--- config.mk ---
export PLATFORM = sky130hd
export DESIGN_NAME = pls_decoder
export DESIGN_NICKNAME = d
export VERILOG_FILES = /design/src/verilog/pls_dec_frame_pkg.sv /design/src/verilog/pls_dec_types_pkg.sv /design/src/verilog/pls_dec_if.sv /design/src/verilog/pls_dec_ctrl.sv /design/src/verilog/pls_decoder.sv /design/src/verilog/pls_max_sort.sv /design/src/verilog/pls_rm_corr.sv
export SDC_FILE = /design/constraint.sdc
export NUM_CORES = 2
export LEC_CHECK = 0
export BUFFER_PORTS_ARGS = -buffer_cell sky130_fd_sc_hd__buf_2
export CORE_MARGIN = 2
export CORE_UTILIZATION = 55
export CTS_BUF_LIST = sky130_fd_sc_hd__clkbuf_16
export DETAILED_ROUTE_END_ITERATION = 8
export GPL_ROUTABILITY_DRIVEN = 0
export PLACE_DENSITY = 0.79
export SLEW_MARGIN = 10
export SYNTH_ARGS = -nofsm -noshare
export SYNTH_HDL_FRONTEND = slang
export SYNTH_HIERARCHICAL = 1
export SYNTH_SLANG_ARGS = --single-unit
--- constraint.sdc ---
create_clock -name iclk -period 10.27 [get_ports iclk]
set_clock_uncertainty 0.15 [all_clocks]
set_input_delay 2.054 -clock iclk [delete_from_list [all_inputs] [get_ports iclk]]
set_output_delay 2.054 -clock iclk [all_outputs]
set_load 0.03 [all_outputs]
--- src/verilog/pls_dec_frame_pkg.sv ---
// pls decoder frame constants: pair count, index width and code bit layout
`default_nettype none

package pls_dec_frame_pkg;

  // pairs per pls header
  localparam int cPAIR_NUM      = 32;

  // reed-muller rows per correlator path
  localparam int cROW_NUM       = 32;

  // bits of a pair or row index
  localparam int cIDX_W         = $clog2(cPAIR_NUM);

  // code layout, path on top, sign at the bottom, row in between
  localparam int cCODE_PATH_BIT = 6;
  localparam int cCODE_SIGN_BIT = 0;

endpackage

`default_nettype wire

--- src/verilog/pls_dec_types_pkg.sv ---
// pls decoder types: vector widths for soft values, folds, correlations and codes
`default_nettype none

package pls_dec_types_pkg;

  // one soft symbol, positive means bit 0
  typedef logic signed [5 : 0] soft_t;

  // sum or difference of two soft symbols
  typedef logic signed [6 : 0] pair_t;

  // correlation accumulator over 32 folds
  // worst case is 32 * -64, still inside 12 bits
  typedef logic signed [11 : 0] corr_t;

  // magnitude of a correlation
  typedef logic [11 : 0] metric_t;

  // decoded code {path, row, sign}
  typedef logic [6 : 0] pls_code_t;

  // pair index or reed-muller row index
  typedef logic [4 : 0] row_idx_t;

endpackage

`default_nettype wire

--- src/verilog/pls_dec_if.sv ---
// pls decoder internal buses: folded pair stream and sort read sequence
`timescale 1ns/1ps
`default_nettype none

// folded pair stream, controller to both correlators
interface pls_pair_if import pls_dec_types_pkg::*; ();

  logic     val;
  logic     eop;
  row_idx_t idx;
  pair_t    sum;
  pair_t    diff;

  modport master (output val, eop, idx, sum, diff);
  modport slave  (input  val, eop, idx, sum, diff);

endinterface

// sort read sequence, controller to correlators and sort block
interface pls_sort_if import pls_dec_types_pkg::*; ();

  logic     sop;
  logic     val;
  logic     eop;
  // row to read out
  row_idx_t idx;

  modport master (output sop, val, eop, idx);
  modport slave  (input  sop, val, eop, idx);

endinterface

`default_nettype wire

--- src/verilog/pls_dec_ctrl.sv ---
// pls decoder controller: input flow control, pair fold and sort read sequence
`timescale 1ns/1ps
`default_nettype none

module pls_dec_ctrl import pls_dec_types_pkg::*, pls_dec_frame_pkg::*; (
  input  logic      iclk,
  input  logic      ireset,
  input  logic      iclkena,
  input  logic      isop,
  input  logic      ival,
  input  logic      ieop,
  input  soft_t     isoft_a,
  input  soft_t     isoft_b,
  output logic      ordy,
  pls_pair_if.master pair,
  pls_sort_if.master sort,
  input  logic      had_done_s,
  input  logic      had_done_d
);

  typedef enum logic [1 : 0] {
    cRESET_STATE,
    cWAIT_STATE,
    cWAIT_CORR_STATE,
    cREAD_STATE
  } state_t;

  state_t   state;
  logic     accept;
  logic     done_s_seen;
  logic     done_d_seen;
  row_idx_t pair_cnt;
  row_idx_t pair_idx;
  row_idx_t rd_cnt;
  logic     rd_last;

  // input taken only while waiting
  assign ordy     = (state == cWAIT_STATE);
  assign accept   = ival & ordy;
  // sop restarts the index
  assign pair_idx = isop ? '0 : pair_cnt;
  assign rd_last  = (rd_cnt == row_idx_t'(cROW_NUM - 1));

  always_ff @(posedge iclk or posedge ireset) begin
    if (ireset) begin
      state <= cRESET_STATE;
    end else if (iclkena) begin
      case (state)
        cRESET_STATE     : state <= cWAIT_STATE;
        cWAIT_STATE      : state <= (accept & ieop) ? cWAIT_CORR_STATE : cWAIT_STATE;
        cWAIT_CORR_STATE : state <= (done_s_seen & done_d_seen) ? cREAD_STATE
                                                                 : cWAIT_CORR_STATE;
        cREAD_STATE      : state <= rd_last ? cWAIT_STATE : cREAD_STATE;
        default          : state <= cRESET_STATE;
      endcase
    end
  end

  // pair count and done latches
  always_ff @(posedge iclk or posedge ireset) begin
    if (ireset) begin
      pair_cnt    <= '0;
      rd_cnt      <= '0;
      done_s_seen <= 1'b0;
      done_d_seen <= 1'b0;
      pair.val    <= 1'b0;
      pair.eop    <= 1'b0;
    end else if (iclkena) begin
      pair.val <= accept;
      pair.eop <= accept & ieop;
      if (accept) begin
        // wraps after the last pair of a frame
        pair_cnt <= pair_idx + 1'b1;
      end
      // done pulses may come in different cycles
      if (state == cREAD_STATE) begin
        done_s_seen <= 1'b0;
        done_d_seen <= 1'b0;
        rd_cnt      <= rd_cnt + 1'b1;
      end else begin
        done_s_seen <= done_s_seen | had_done_s;
        done_d_seen <= done_d_seen | had_done_d;
      end
    end
  end

  // folded payload
  always_ff @(posedge iclk) begin
    if (iclkena && accept) begin
      pair.idx  <= pair_idx;
      pair.sum  <= pair_t'(isoft_a) + pair_t'(isoft_b);
      pair.diff <= pair_t'(isoft_a) - pair_t'(isoft_b);
    end
  end

  // read framing straight from the counter
  assign sort.val = (state == cREAD_STATE);
  assign sort.sop = sort.val & (rd_cnt == '0);
  assign sort.eop = sort.val & rd_last;
  assign sort.idx = rd_cnt;

endmodule

`default_nettype wire

--- src/verilog/pls_decoder.sv ---
// pls decoder top: controller, sum and difference correlators, max sort
`timescale 1ns/1ps
`default_nettype none

module pls_decoder import pls_dec_types_pkg::*; (
  input  logic      iclk,
  input  logic      ireset,
  input  logic      iclkena,
  input  logic      isop,
  input  logic      ival,
  input  logic      ieop,
  input  soft_t     isoft_a,
  input  soft_t     isoft_b,
  output logic      ordy,
  output logic      ocode_val,
  output pls_code_t ocode,
  output metric_t   ometric
);

  pls_pair_if pair_bus ();
  pls_sort_if sort_bus ();

  logic  done_s;
  logic  done_d;
  corr_t corr_s;
  corr_t corr_d;

  pls_dec_ctrl u_ctrl (
    .iclk       (iclk),
    .ireset     (ireset),
    .iclkena    (iclkena),
    .isop       (isop),
    .ival       (ival),
    .ieop       (ieop),
    .isoft_a    (isoft_a),
    .isoft_b    (isoft_b),
    .ordy       (ordy),
    .pair       (pair_bus.master),
    .sort       (sort_bus.master),
    .had_done_s (done_s),
    .had_done_d (done_d)
  );

  // sum path
  pls_rm_corr u_corr_s (
    .iclk    (iclk),
    .ireset  (ireset),
    .iclkena (iclkena),
    .fold    (pair_bus.sum),
    .pair    (pair_bus.slave),
    .sort    (sort_bus.slave),
    .done    (done_s),
    .corr    (corr_s)
  );

  // difference path
  pls_rm_corr u_corr_d (
    .iclk    (iclk),
    .ireset  (ireset),
    .iclkena (iclkena),
    .fold    (pair_bus.diff),
    .pair    (pair_bus.slave),
    .sort    (sort_bus.slave),
    .done    (done_d),
    .corr    (corr_d)
  );

  pls_max_sort u_sort (
    .iclk      (iclk),
    .ireset    (ireset),
    .iclkena   (iclkena),
    .sort      (sort_bus.slave),
    .corr_s    (corr_s),
    .corr_d    (corr_d),
    .ocode_val (ocode_val),
    .ocode     (ocode),
    .ometric   (ometric)
  );

endmodule

`default_nettype wire

--- src/verilog/pls_max_sort.sv ---
// max magnitude search over sum and difference correlations, forms the pls code
`timescale 1ns/1ps
`default_nettype none

module pls_max_sort import pls_dec_types_pkg::*, pls_dec_frame_pkg::*; (
  input  logic      iclk,
  input  logic      ireset,
  input  logic      iclkena,
  pls_sort_if.slave sort,
  input  corr_t     corr_s,
  input  corr_t     corr_d,
  output logic      ocode_val,
  output pls_code_t ocode,
  output metric_t   ometric
);

  function automatic metric_t abs_corr(input corr_t c);
    // -2048 maps onto 2048 as unsigned
    return c[$bits(corr_t)-1] ? metric_t'(-c) : metric_t'(c);
  endfunction

  function automatic pls_code_t make_code(input logic path, input row_idx_t k,
                                          input logic sign);
    pls_code_t code;
    code                                        = '0;
    code[cCODE_PATH_BIT]                        = path;
    code[cCODE_PATH_BIT-1 : cCODE_SIGN_BIT+1]   = k;
    code[cCODE_SIGN_BIT]                        = sign;
    return code;
  endfunction

  logic      sop_d;
  logic      val_d;
  logic      eop_d;
  row_idx_t  idx_d;
  metric_t   best_mag;
  pls_code_t best_code;
  metric_t   cand_mag;
  pls_code_t cand_code;

  // framing lined up with the registered correlations
  always_ff @(posedge iclk or posedge ireset) begin
    if (ireset) begin
      sop_d <= 1'b0;
      val_d <= 1'b0;
      eop_d <= 1'b0;
    end else if (iclkena) begin
      sop_d <= sort.sop & sort.val;
      val_d <= sort.val;
      eop_d <= sort.eop & sort.val;
    end
  end

  always_ff @(posedge iclk) begin
    if (iclkena) begin
      idx_d <= sort.idx;
    end
  end

  // sum first, then diff, strict compare keeps the earlier on a tie
  always_comb begin
    cand_mag  = sop_d ? '0 : best_mag;
    cand_code = sop_d ? '0 : best_code;
    if (abs_corr(corr_s) > cand_mag) begin
      cand_mag  = abs_corr(corr_s);
      cand_code = make_code(1'b0, idx_d, corr_s[$bits(corr_t)-1]);
    end
    if (abs_corr(corr_d) > cand_mag) begin
      cand_mag  = abs_corr(corr_d);
      cand_code = make_code(1'b1, idx_d, corr_d[$bits(corr_t)-1]);
    end
  end

  // running best and result
  always_ff @(posedge iclk) begin
    if (iclkena && val_d) begin
      best_mag  <= cand_mag;
      best_code <= cand_code;
      if (eop_d) begin
        ocode   <= cand_code;
        ometric <= cand_mag;
      end
    end
  end

  always_ff @(posedge iclk or posedge ireset) begin
    if (ireset) begin
      ocode_val <= 1'b0;
    end else if (iclkena) begin
      ocode_val <= val_d & eop_d;
    end
  end

endmodule

`default_nettype wire

--- src/verilog/pls_rm_corr.sv ---
// reed-muller correlator: 32 accumulators against one folded stream, read by index
`timescale 1ns/1ps
`default_nettype none

module pls_rm_corr import pls_dec_types_pkg::*, pls_dec_frame_pkg::*; (
  input  logic      iclk,
  input  logic      ireset,
  input  logic      iclkena,
  // sum or difference, chosen by the instance
  input  pair_t     fold,
  pls_pair_if.slave pair,
  pls_sort_if.slave sort,
  output logic      done,
  output corr_t     corr
);

  corr_t acc [cROW_NUM];
  corr_t fold_ext;
  logic  first;

  // sign extended to accumulator width
  assign fold_ext = corr_t'(fold);
  // pair 0 starts a new frame
  assign first    = (pair.idx == '0);

  for (genvar k = 0; k < cROW_NUM; k++) begin : g_acc
    logic  neg;
    corr_t base;

    // row sign is the parity of idx and k
    assign neg  = ^(pair.idx & cIDX_W'(k));
    assign base = first ? '0 : acc[k];

    always_ff @(posedge iclk) begin
      if (iclkena && pair.val) begin
        acc[k] <= neg ? (base - fold_ext) : (base + fold_ext);
      end
    end
  end

  // one cycle after the eop beat
  always_ff @(posedge iclk or posedge ireset) begin
    if (ireset) begin
      done <= 1'b0;
    end else if (iclkena) begin
      done <= pair.val & pair.eop;
    end
  end

  // registered read out for the sort block
  always_ff @(posedge iclk) begin
    if (iclkena && sort.val) begin
      corr <= acc[sort.idx];
    end
  end

endmodule

`default_nettype wire
# Word-level counts from Yosys, hierarchy flattened

Memory sizes are Yosys's and may differ from the RTL's. A register that Yosys moved wholly into a read port is not among the register bits.
Cells that the tools add are included.
Widths: inputs -> output; s select.

Order comparisons: 2
Shifts and indexed selects: 0
Mux-type cells: 143
Reductions and logical operators: 41
$mul: 0
Add/subtract/negate cells: 132
Bitwise gates (word level): 11
Equal/unequal tests: 4
Divide/modulo/power cells: 0

Operator list:

| cell                | count |
|---|---|
| $mux 12             | 131 |
| $add 12x7->12       | 64 |
| $sub 12x7->12       | 62 |
| $reduce_xor 5->1    | 31 |
| $gt 12x12->1        | 2 |
| $neg 12->12         | 2 |
| $mux 7              | 3 |
| $add 5x1->5 const B | 2 |
| $logic_not 5->1     | 2 |
| $and 1x1->1         | 9 |
| $pmux 2 s4          | 1 |
| $add 6x6->7         | 1 |
| $sub 6x6->7         | 1 |
| $reduce_and 2->1    | 3 |
| $eq 5x5->1 const B  | 1 |
| $mux 1              | 5 |
| $mux 5              | 1 |
| $eq 2x2->1 const B  | 2 |
| $logic_and 1x1->1   | 4 |
| $mux 2              | 2 |
| $eq 2x1->1 const B  | 1 |
| $logic_not 2->1     | 1 |
| $or 1x1->1          | 2 |

Bits in latches: 0
Memories kept: 2
Output and inout bits: 21
Word-level logic and storage cells: 355
Memory bits (read-only): 0
Input port bits: 18
RAM bits: 768
Register bits after elaboration: 83

Memories:

| memory       | depth | width | read ports | clocked after memory_dff | write ports | line              | text |
|---|---|---|---|---|---|---|---|
| u_corr_d.acc | 32    | 12    | 33         | 1                        | 32          | pls_rm_corr.sv:17 | `corr_t acc [cROW_NUM];` |
| u_corr_s.acc | 32    | 12    | 33         | 1                        | 32          | pls_rm_corr.sv:17 |  |

# Longest topological paths before layout

Depth in word-level cells: 6
Gate-level depth with buffers: 22
Depth with buffers taken out: 21

# By module

The synthesis kept the hierarchy.

By module, submodules not included:

| module                 | times used | seq. area each (sq um) | cells each | area each (sq um) |
|---|---|---|---|---|
| pls_rm_corr (u_corr_d) | 1          | 11916.4                | 3536       | 36009.5 |
| pls_rm_corr (u_corr_s) | 1          | 11916.4                | 3562       | 35922.0 |
| pls_max_sort           | 1          | 1391.3                 | 290        | 3166.8 |
| pls_dec_ctrl           | 1          | 940.9                  | 167        | 1841.8 |

# Worst setup path after synthesis

Ideal clock, no wire load.

Path kind: in2reg
Start point: input port iclkena
End point: register u_corr_d.done
Stages: 2
Buffers on the path: 0
Path slack: -1488 ps
Data required time: 9999 ps
Setup time: 121 ps
Arrival: 11487 ps
Cells stage by stage: and2_1 a22o_1

RTL lines:

| element              | line              | text |
|---|---|---|
| from (decl)          | pls_decoder.sv:8  | `input logic iclkena,` |
| to (signal assigned) | pls_rm_corr.sv:46 | `done <= pair.val & pair.eop;` |
| to (decl)            | pls_rm_corr.sv:13 | `output logic done,` |

# Final worst setup path

Start point: register u_corr_s.corr[4] (read register of u_corr_s.acc)
End point: register u_sort.ometric[5] (data pin)

Cells in the longest elaborated chain, start to end: 6

RTL lines:

| element                | line               | text |
|---|---|---|
| from (decl)            | pls_rm_corr.sv:14  | `output corr_t corr` |
| $neg 12->12            | pls_max_sort.sv:19 | `return c[$bits(corr_t)-1] ? metric_t'(-c) : metric_t'(c);` |
| $mux 12 *              | pls_max_sort.sv:19 |  |
| $gt 12x12->1           | pls_max_sort.sv:64 | `if (abs_corr(corr_s) > cand_mag) begin` |
| $mux 12 *              | pls_max_sort.sv:64 |  |
| $gt 12x12->1           | pls_max_sort.sv:68 | `if (abs_corr(corr_d) > cand_mag) begin` |
| $mux 12 *              | pls_max_sort.sv:68 |  |
| net u_sort.cand_mag[5] | pls_max_sort.sv:38 | `metric_t cand_mag;` |
| to (signal assigned)   | pls_max_sort.sv:81 | `ometric <= cand_mag;` |
| to (decl)              | pls_max_sort.sv:14 | `output metric_t ometric` |

Mark *: on every way through the listed nets, which the timed path passes. The rest lies on a longest branch.
A chain may end at the register's enable or synchronous reset.

==> results.cfg <==
[worst_setup_path]
worst_ep_required_ns = 10.57
timing.critical_path.to_type = register
cp.arrival_ns = 6.70
crit_path_max_fanout = 25
timing.setup.critical_path_class = register to register
crit_path_start_kind = register

[die]
rows = 137
die_area_um2 = 143000
die_w_um = 378
overall_die_height_um = 378
ios = 39
core_um2 = 139000
initial_core_util_pct = 55.3

[detailed_routing]
routedLengthMet1_mm = 82.5
drc = 0
detail_route.iter0.violations = 6354
drtPass1Iterations = 9
top_layer_used = met5
detailed_route_wire_length_per_cell_um = 22.1
met2_wirelength_mm = 94.7
vias = 58660
postRouteAntennaNets = 0
routed_wirelength_mm = 207
avgViaCountPerCell = 6.25
detail_route_met3_wl_mm = 19.6

[synthesis]
yosys_register_bits = 875
mappedNetlistNets = 8389
yosysUniqueCellTypes = 90
synth.yosys.warnings = 6
synth-edff-count = 853
average_size_of_a_mapped_cell_um2 = 10.2
synthesized_netlist_cell_count = 7555
syn-cell-area_um2 = 76900
ys.flop_type = sky130_fd_sc_hd__edfxtp_1
synth-async-reset-ratio_pct = 2.51
share_of_synthesized_area_occupied_by_flip_flops_and_latches_pct = 34.0

[global_routing]
number_of_antenna_violations_at_the_first_check_in_global_routing = 11
grt.total_usage_pct = 28.6
grt_pass1_vias = 57962
grt_max_degree = 203
grt_pass1_wl_mm = 322
grt_overflow = 0

[sta]
achievable-frequency_ghz = 0.156
rsz0062_at_grt = false
tmin_final_ns = 6.39
layout_setup_ws_ns = 3.88
timing.final.hold_violations = 0
totalNegativeSetupSlack_ns = 0
post-route-period-util_pct = 62.2
maxSlewHeadroom_pct = 12.4
finalSetupViolations = 0
tightest_slew_ns = 1.30
final-max-slew-violation-count = 0

[clock_network]
clkTransAtPathRegs_ns = 0.06
hold_buffers = 0
clk_path_buf_depth = 3
cts_tree = built
cts_root_buf = sky130_fd_sc_hd__clkbuf_16
clk_latency_ns = 0.75
cts.repair.resized = 0
cts.htree.levels = 3
post_cts_buffers = 0
clock_tree_sinks = 875
cts_inserted_buffers = 102

[power_and_ir_drop]
power_per_cell_area_nw_per_um2 = 227
vdd.ir_drop.worst_mv = 0.270
power.static_leakage_uw = 0.0314

[finish]
register_area_um2 = 26200
layout.nets = 8255
layout-drive-gt1-share_pct = 8.48
multi_input_area_um2 = 48400
fillCellCount = 11196
area_delta_synth_final_pct = 6.61

[placement]
hpwl_mm = 142
numPortBuffers = 38
dp_slack_ns = 4.03

[status]
run_status = finished clean

[job]
cap_violations = 0

[worst_hold_path]
worst_hold_class = register to register
## worst max-delay path: stages (launching register included)
cell and delay (ns):
sky130_fd_sc_hd__edfxtp_1 0.48, sky130_fd_sc_hd__or4_4 0.57, sky130_fd_sc_hd__or3_1 0.35, sky130_fd_sc_hd__o31ai_1 0.28
sky130_fd_sc_hd__xnor2_1 0.20, sky130_fd_sc_hd__ha_1 0.30, sky130_fd_sc_hd__a31o_2 0.21, sky130_fd_sc_hd__a21oi_1 0.16
sky130_fd_sc_hd__o21ai_2 0.22, sky130_fd_sc_hd__nor3_4 0.64, sky130_fd_sc_hd__o21bai_1 0.19, sky130_fd_sc_hd__and2_1 0.19
sky130_fd_sc_hd__ha_1 0.33, sky130_fd_sc_hd__nand4_1 0.15, sky130_fd_sc_hd__or3_1 0.43, sky130_fd_sc_hd__nor2_1 0.13
sky130_fd_sc_hd__a31o_2 0.45, sky130_fd_sc_hd__inv_1 0.24, sky130_fd_sc_hd__a211oi_1 0.31, sky130_fd_sc_hd__a311oi_1 0.11
## cell usage in the layout, fill, tap and decap left out, types with 249 or more instances in the layout
master and n:
sky130_fd_sc_hd__ha_1 749, sky130_fd_sc_hd__a21oi_1 568, sky130_fd_sc_hd__and2_1 687, sky130_fd_sc_hd__o21ai_0 249, sky130_fd_sc_hd__inv_1 249, sky130_fd_sc_hd__nor2_1 720
sky130_fd_sc_hd__nand2_1 388, sky130_fd_sc_hd__edfxtp_1 853, sky130_fd_sc_hd__xnor2_1 716, sky130_fd_sc_hd__xor2_1 271
## worst paths after layout
path | start | to | slack (ns) | cells after the start
max reg2reg | u_corr_s/corr[4]$_DFFE_PP_ | u_sort/ometric[5]$_DFFE_PP_ | 3.88 | 19
min reg2reg | u_ctrl/pair_cnt[3]$_DFFE_PP0P_ | u_ctrl/pair_cnt[3]$_DFFE_PP0P_ | 0.35 | 1
max in group asynchronous | ireset | u_ctrl/sort.idx[1]$_DFFE_PP0P_ | 8.18 | 2
min in group asynchronous | ireset | u_corr_d/done$_DFFE_PP0P_ | 1.04 | 2
max | u_corr_s/corr[4]$_DFFE_PP_ | u_sort/ometric[5]$_DFFE_PP_ | 3.88 | 19
min | u_ctrl/pair_cnt[3]$_DFFE_PP0P_ | u_ctrl/pair_cnt[3]$_DFFE_PP0P_ | 0.35 | 1
## layer usage
| layer | vias to the layer above | global-route usage, % |
|---|---|---|
| met5 | - | 0 |
| met2 | 2770 | 46.2 |
| li1 | 26983 | - |
| met4 | 16 | 12.8 |
| met3 | 548 | 4.63 |
| met1 | 28343 | 37.8 |
## registers in the layout, summed over array words and instances, names as in the netlist, 2 cells and up
register and count:
u_corr_s/acc 384, u_ctrl/sort.idx 5, u_ctrl/pair.idx 5, u_sort/ocode 7, u_ctrl/state 2, u_sort/ometric 12, u_sort/best_code 7, u_sort/idx_d 5
u_corr_s/corr 12, u_ctrl/pair.sum 7, u_sort/best_mag 12, u_corr_d/corr 12, u_ctrl/pair_cnt 5, u_corr_d/acc 384, u_ctrl/pair.diff 6
## per-stage QoR
step | utilization [%] | hold slack [ns] | instance area (um2) | total power, uW | cells
floorplan | - | 0.302 | 76900 | 12600 | 7555
global placement | 56.6 | 0.308 | 78800 | 14400 | 9193
detailed placement | 56.6 | 0.330 | 78800 | 14800 | 9193
CTS | 58.9 | 0.342 | 82000 | 18500 | 9385
global route | 58.9 | 0.367 | 82000 | 19600 | 9385
finish | 58.9 | 0.347 | 82000 | 18600 | 9388
## power breakdown
group	leakage (uW)	total (uW)	internal, uW	switching (uW)
logic	0.0217	9550	4280	5270
clock network	0.00165	3650	2030	1630
registers	0.00802	5390	4990	403
## cell usage after synthesis (all sizes together), types with 9 or more instances
master   instances  share of area (%)
mux4           240                7.0
a21o            93               0.91
xnor2          717                8.2
nor3            64               0.45
a22o            11               0.13
or3              9              0.073
o21a           247                2.4
a221oi          21               0.24
xor2           275                3.2
nand2b         108               0.88
nand3           49               0.32
o31ai           16               0.16
fa              66                1.7
clkbuf         265                1.3
a2111oi         13               0.15
o211ai          49               0.48
dfrtp           22               0.72
a21oi          569                3.7
a31oi           29               0.24
mux2            33               0.53
or4             29               0.29
o31a            18               0.20
inv            236                1.2
o21ai          255                1.7
nor2           723                3.5
o41a            16               0.23
and2           690                5.6
a21boi          14               0.14
buf             94               0.69
ha             750                 12
mux2i          148                1.9
or2             18               0.15
a31o            28               0.32
a211oi          51               0.50
o22a            22               0.25
nand4           15               0.14
nand2          388                1.9
o21bai          71               0.69
edfxtp         853                 33
nor2b          131                1.1
a21bo           12               0.16
## layout make-up
class	count	share of cell area [%]
Clock buffer	103	3.14
Sequential cell	875	31.9
Tap cell	1876	2.86
Timing Repair Buffer	121	1.11
Multi-Input combinational cell	6082	59.0
Antenna cell	3	0.00915
Inverter	239	1.10
Clock inverter	89	0.833
## logic make-up (layout without fill, tap and decap cells)
| family | after synthesis | after routing | synth area share [%] |
|---|---|---|---|
| AOI/OAI and AO/OA | 1597 | 1597 | 13.3 |
| xor gates and xnor gates | 994 | 994 | 11.4 |
| adders and majority gates | 816 | 816 | 13.9 |
| buffers and inverters | 598 | 552 | 3.16 |
| DFF | 875 | 875 | 34.0 |
| muxes | 421 | 421 | 9.48 |
| other | 0 | 3 | 0 |
| and+or+nand+nor | 2254 | 2254 | 14.7 |
No activity file was read; power rests on OpenSTA's default activity.
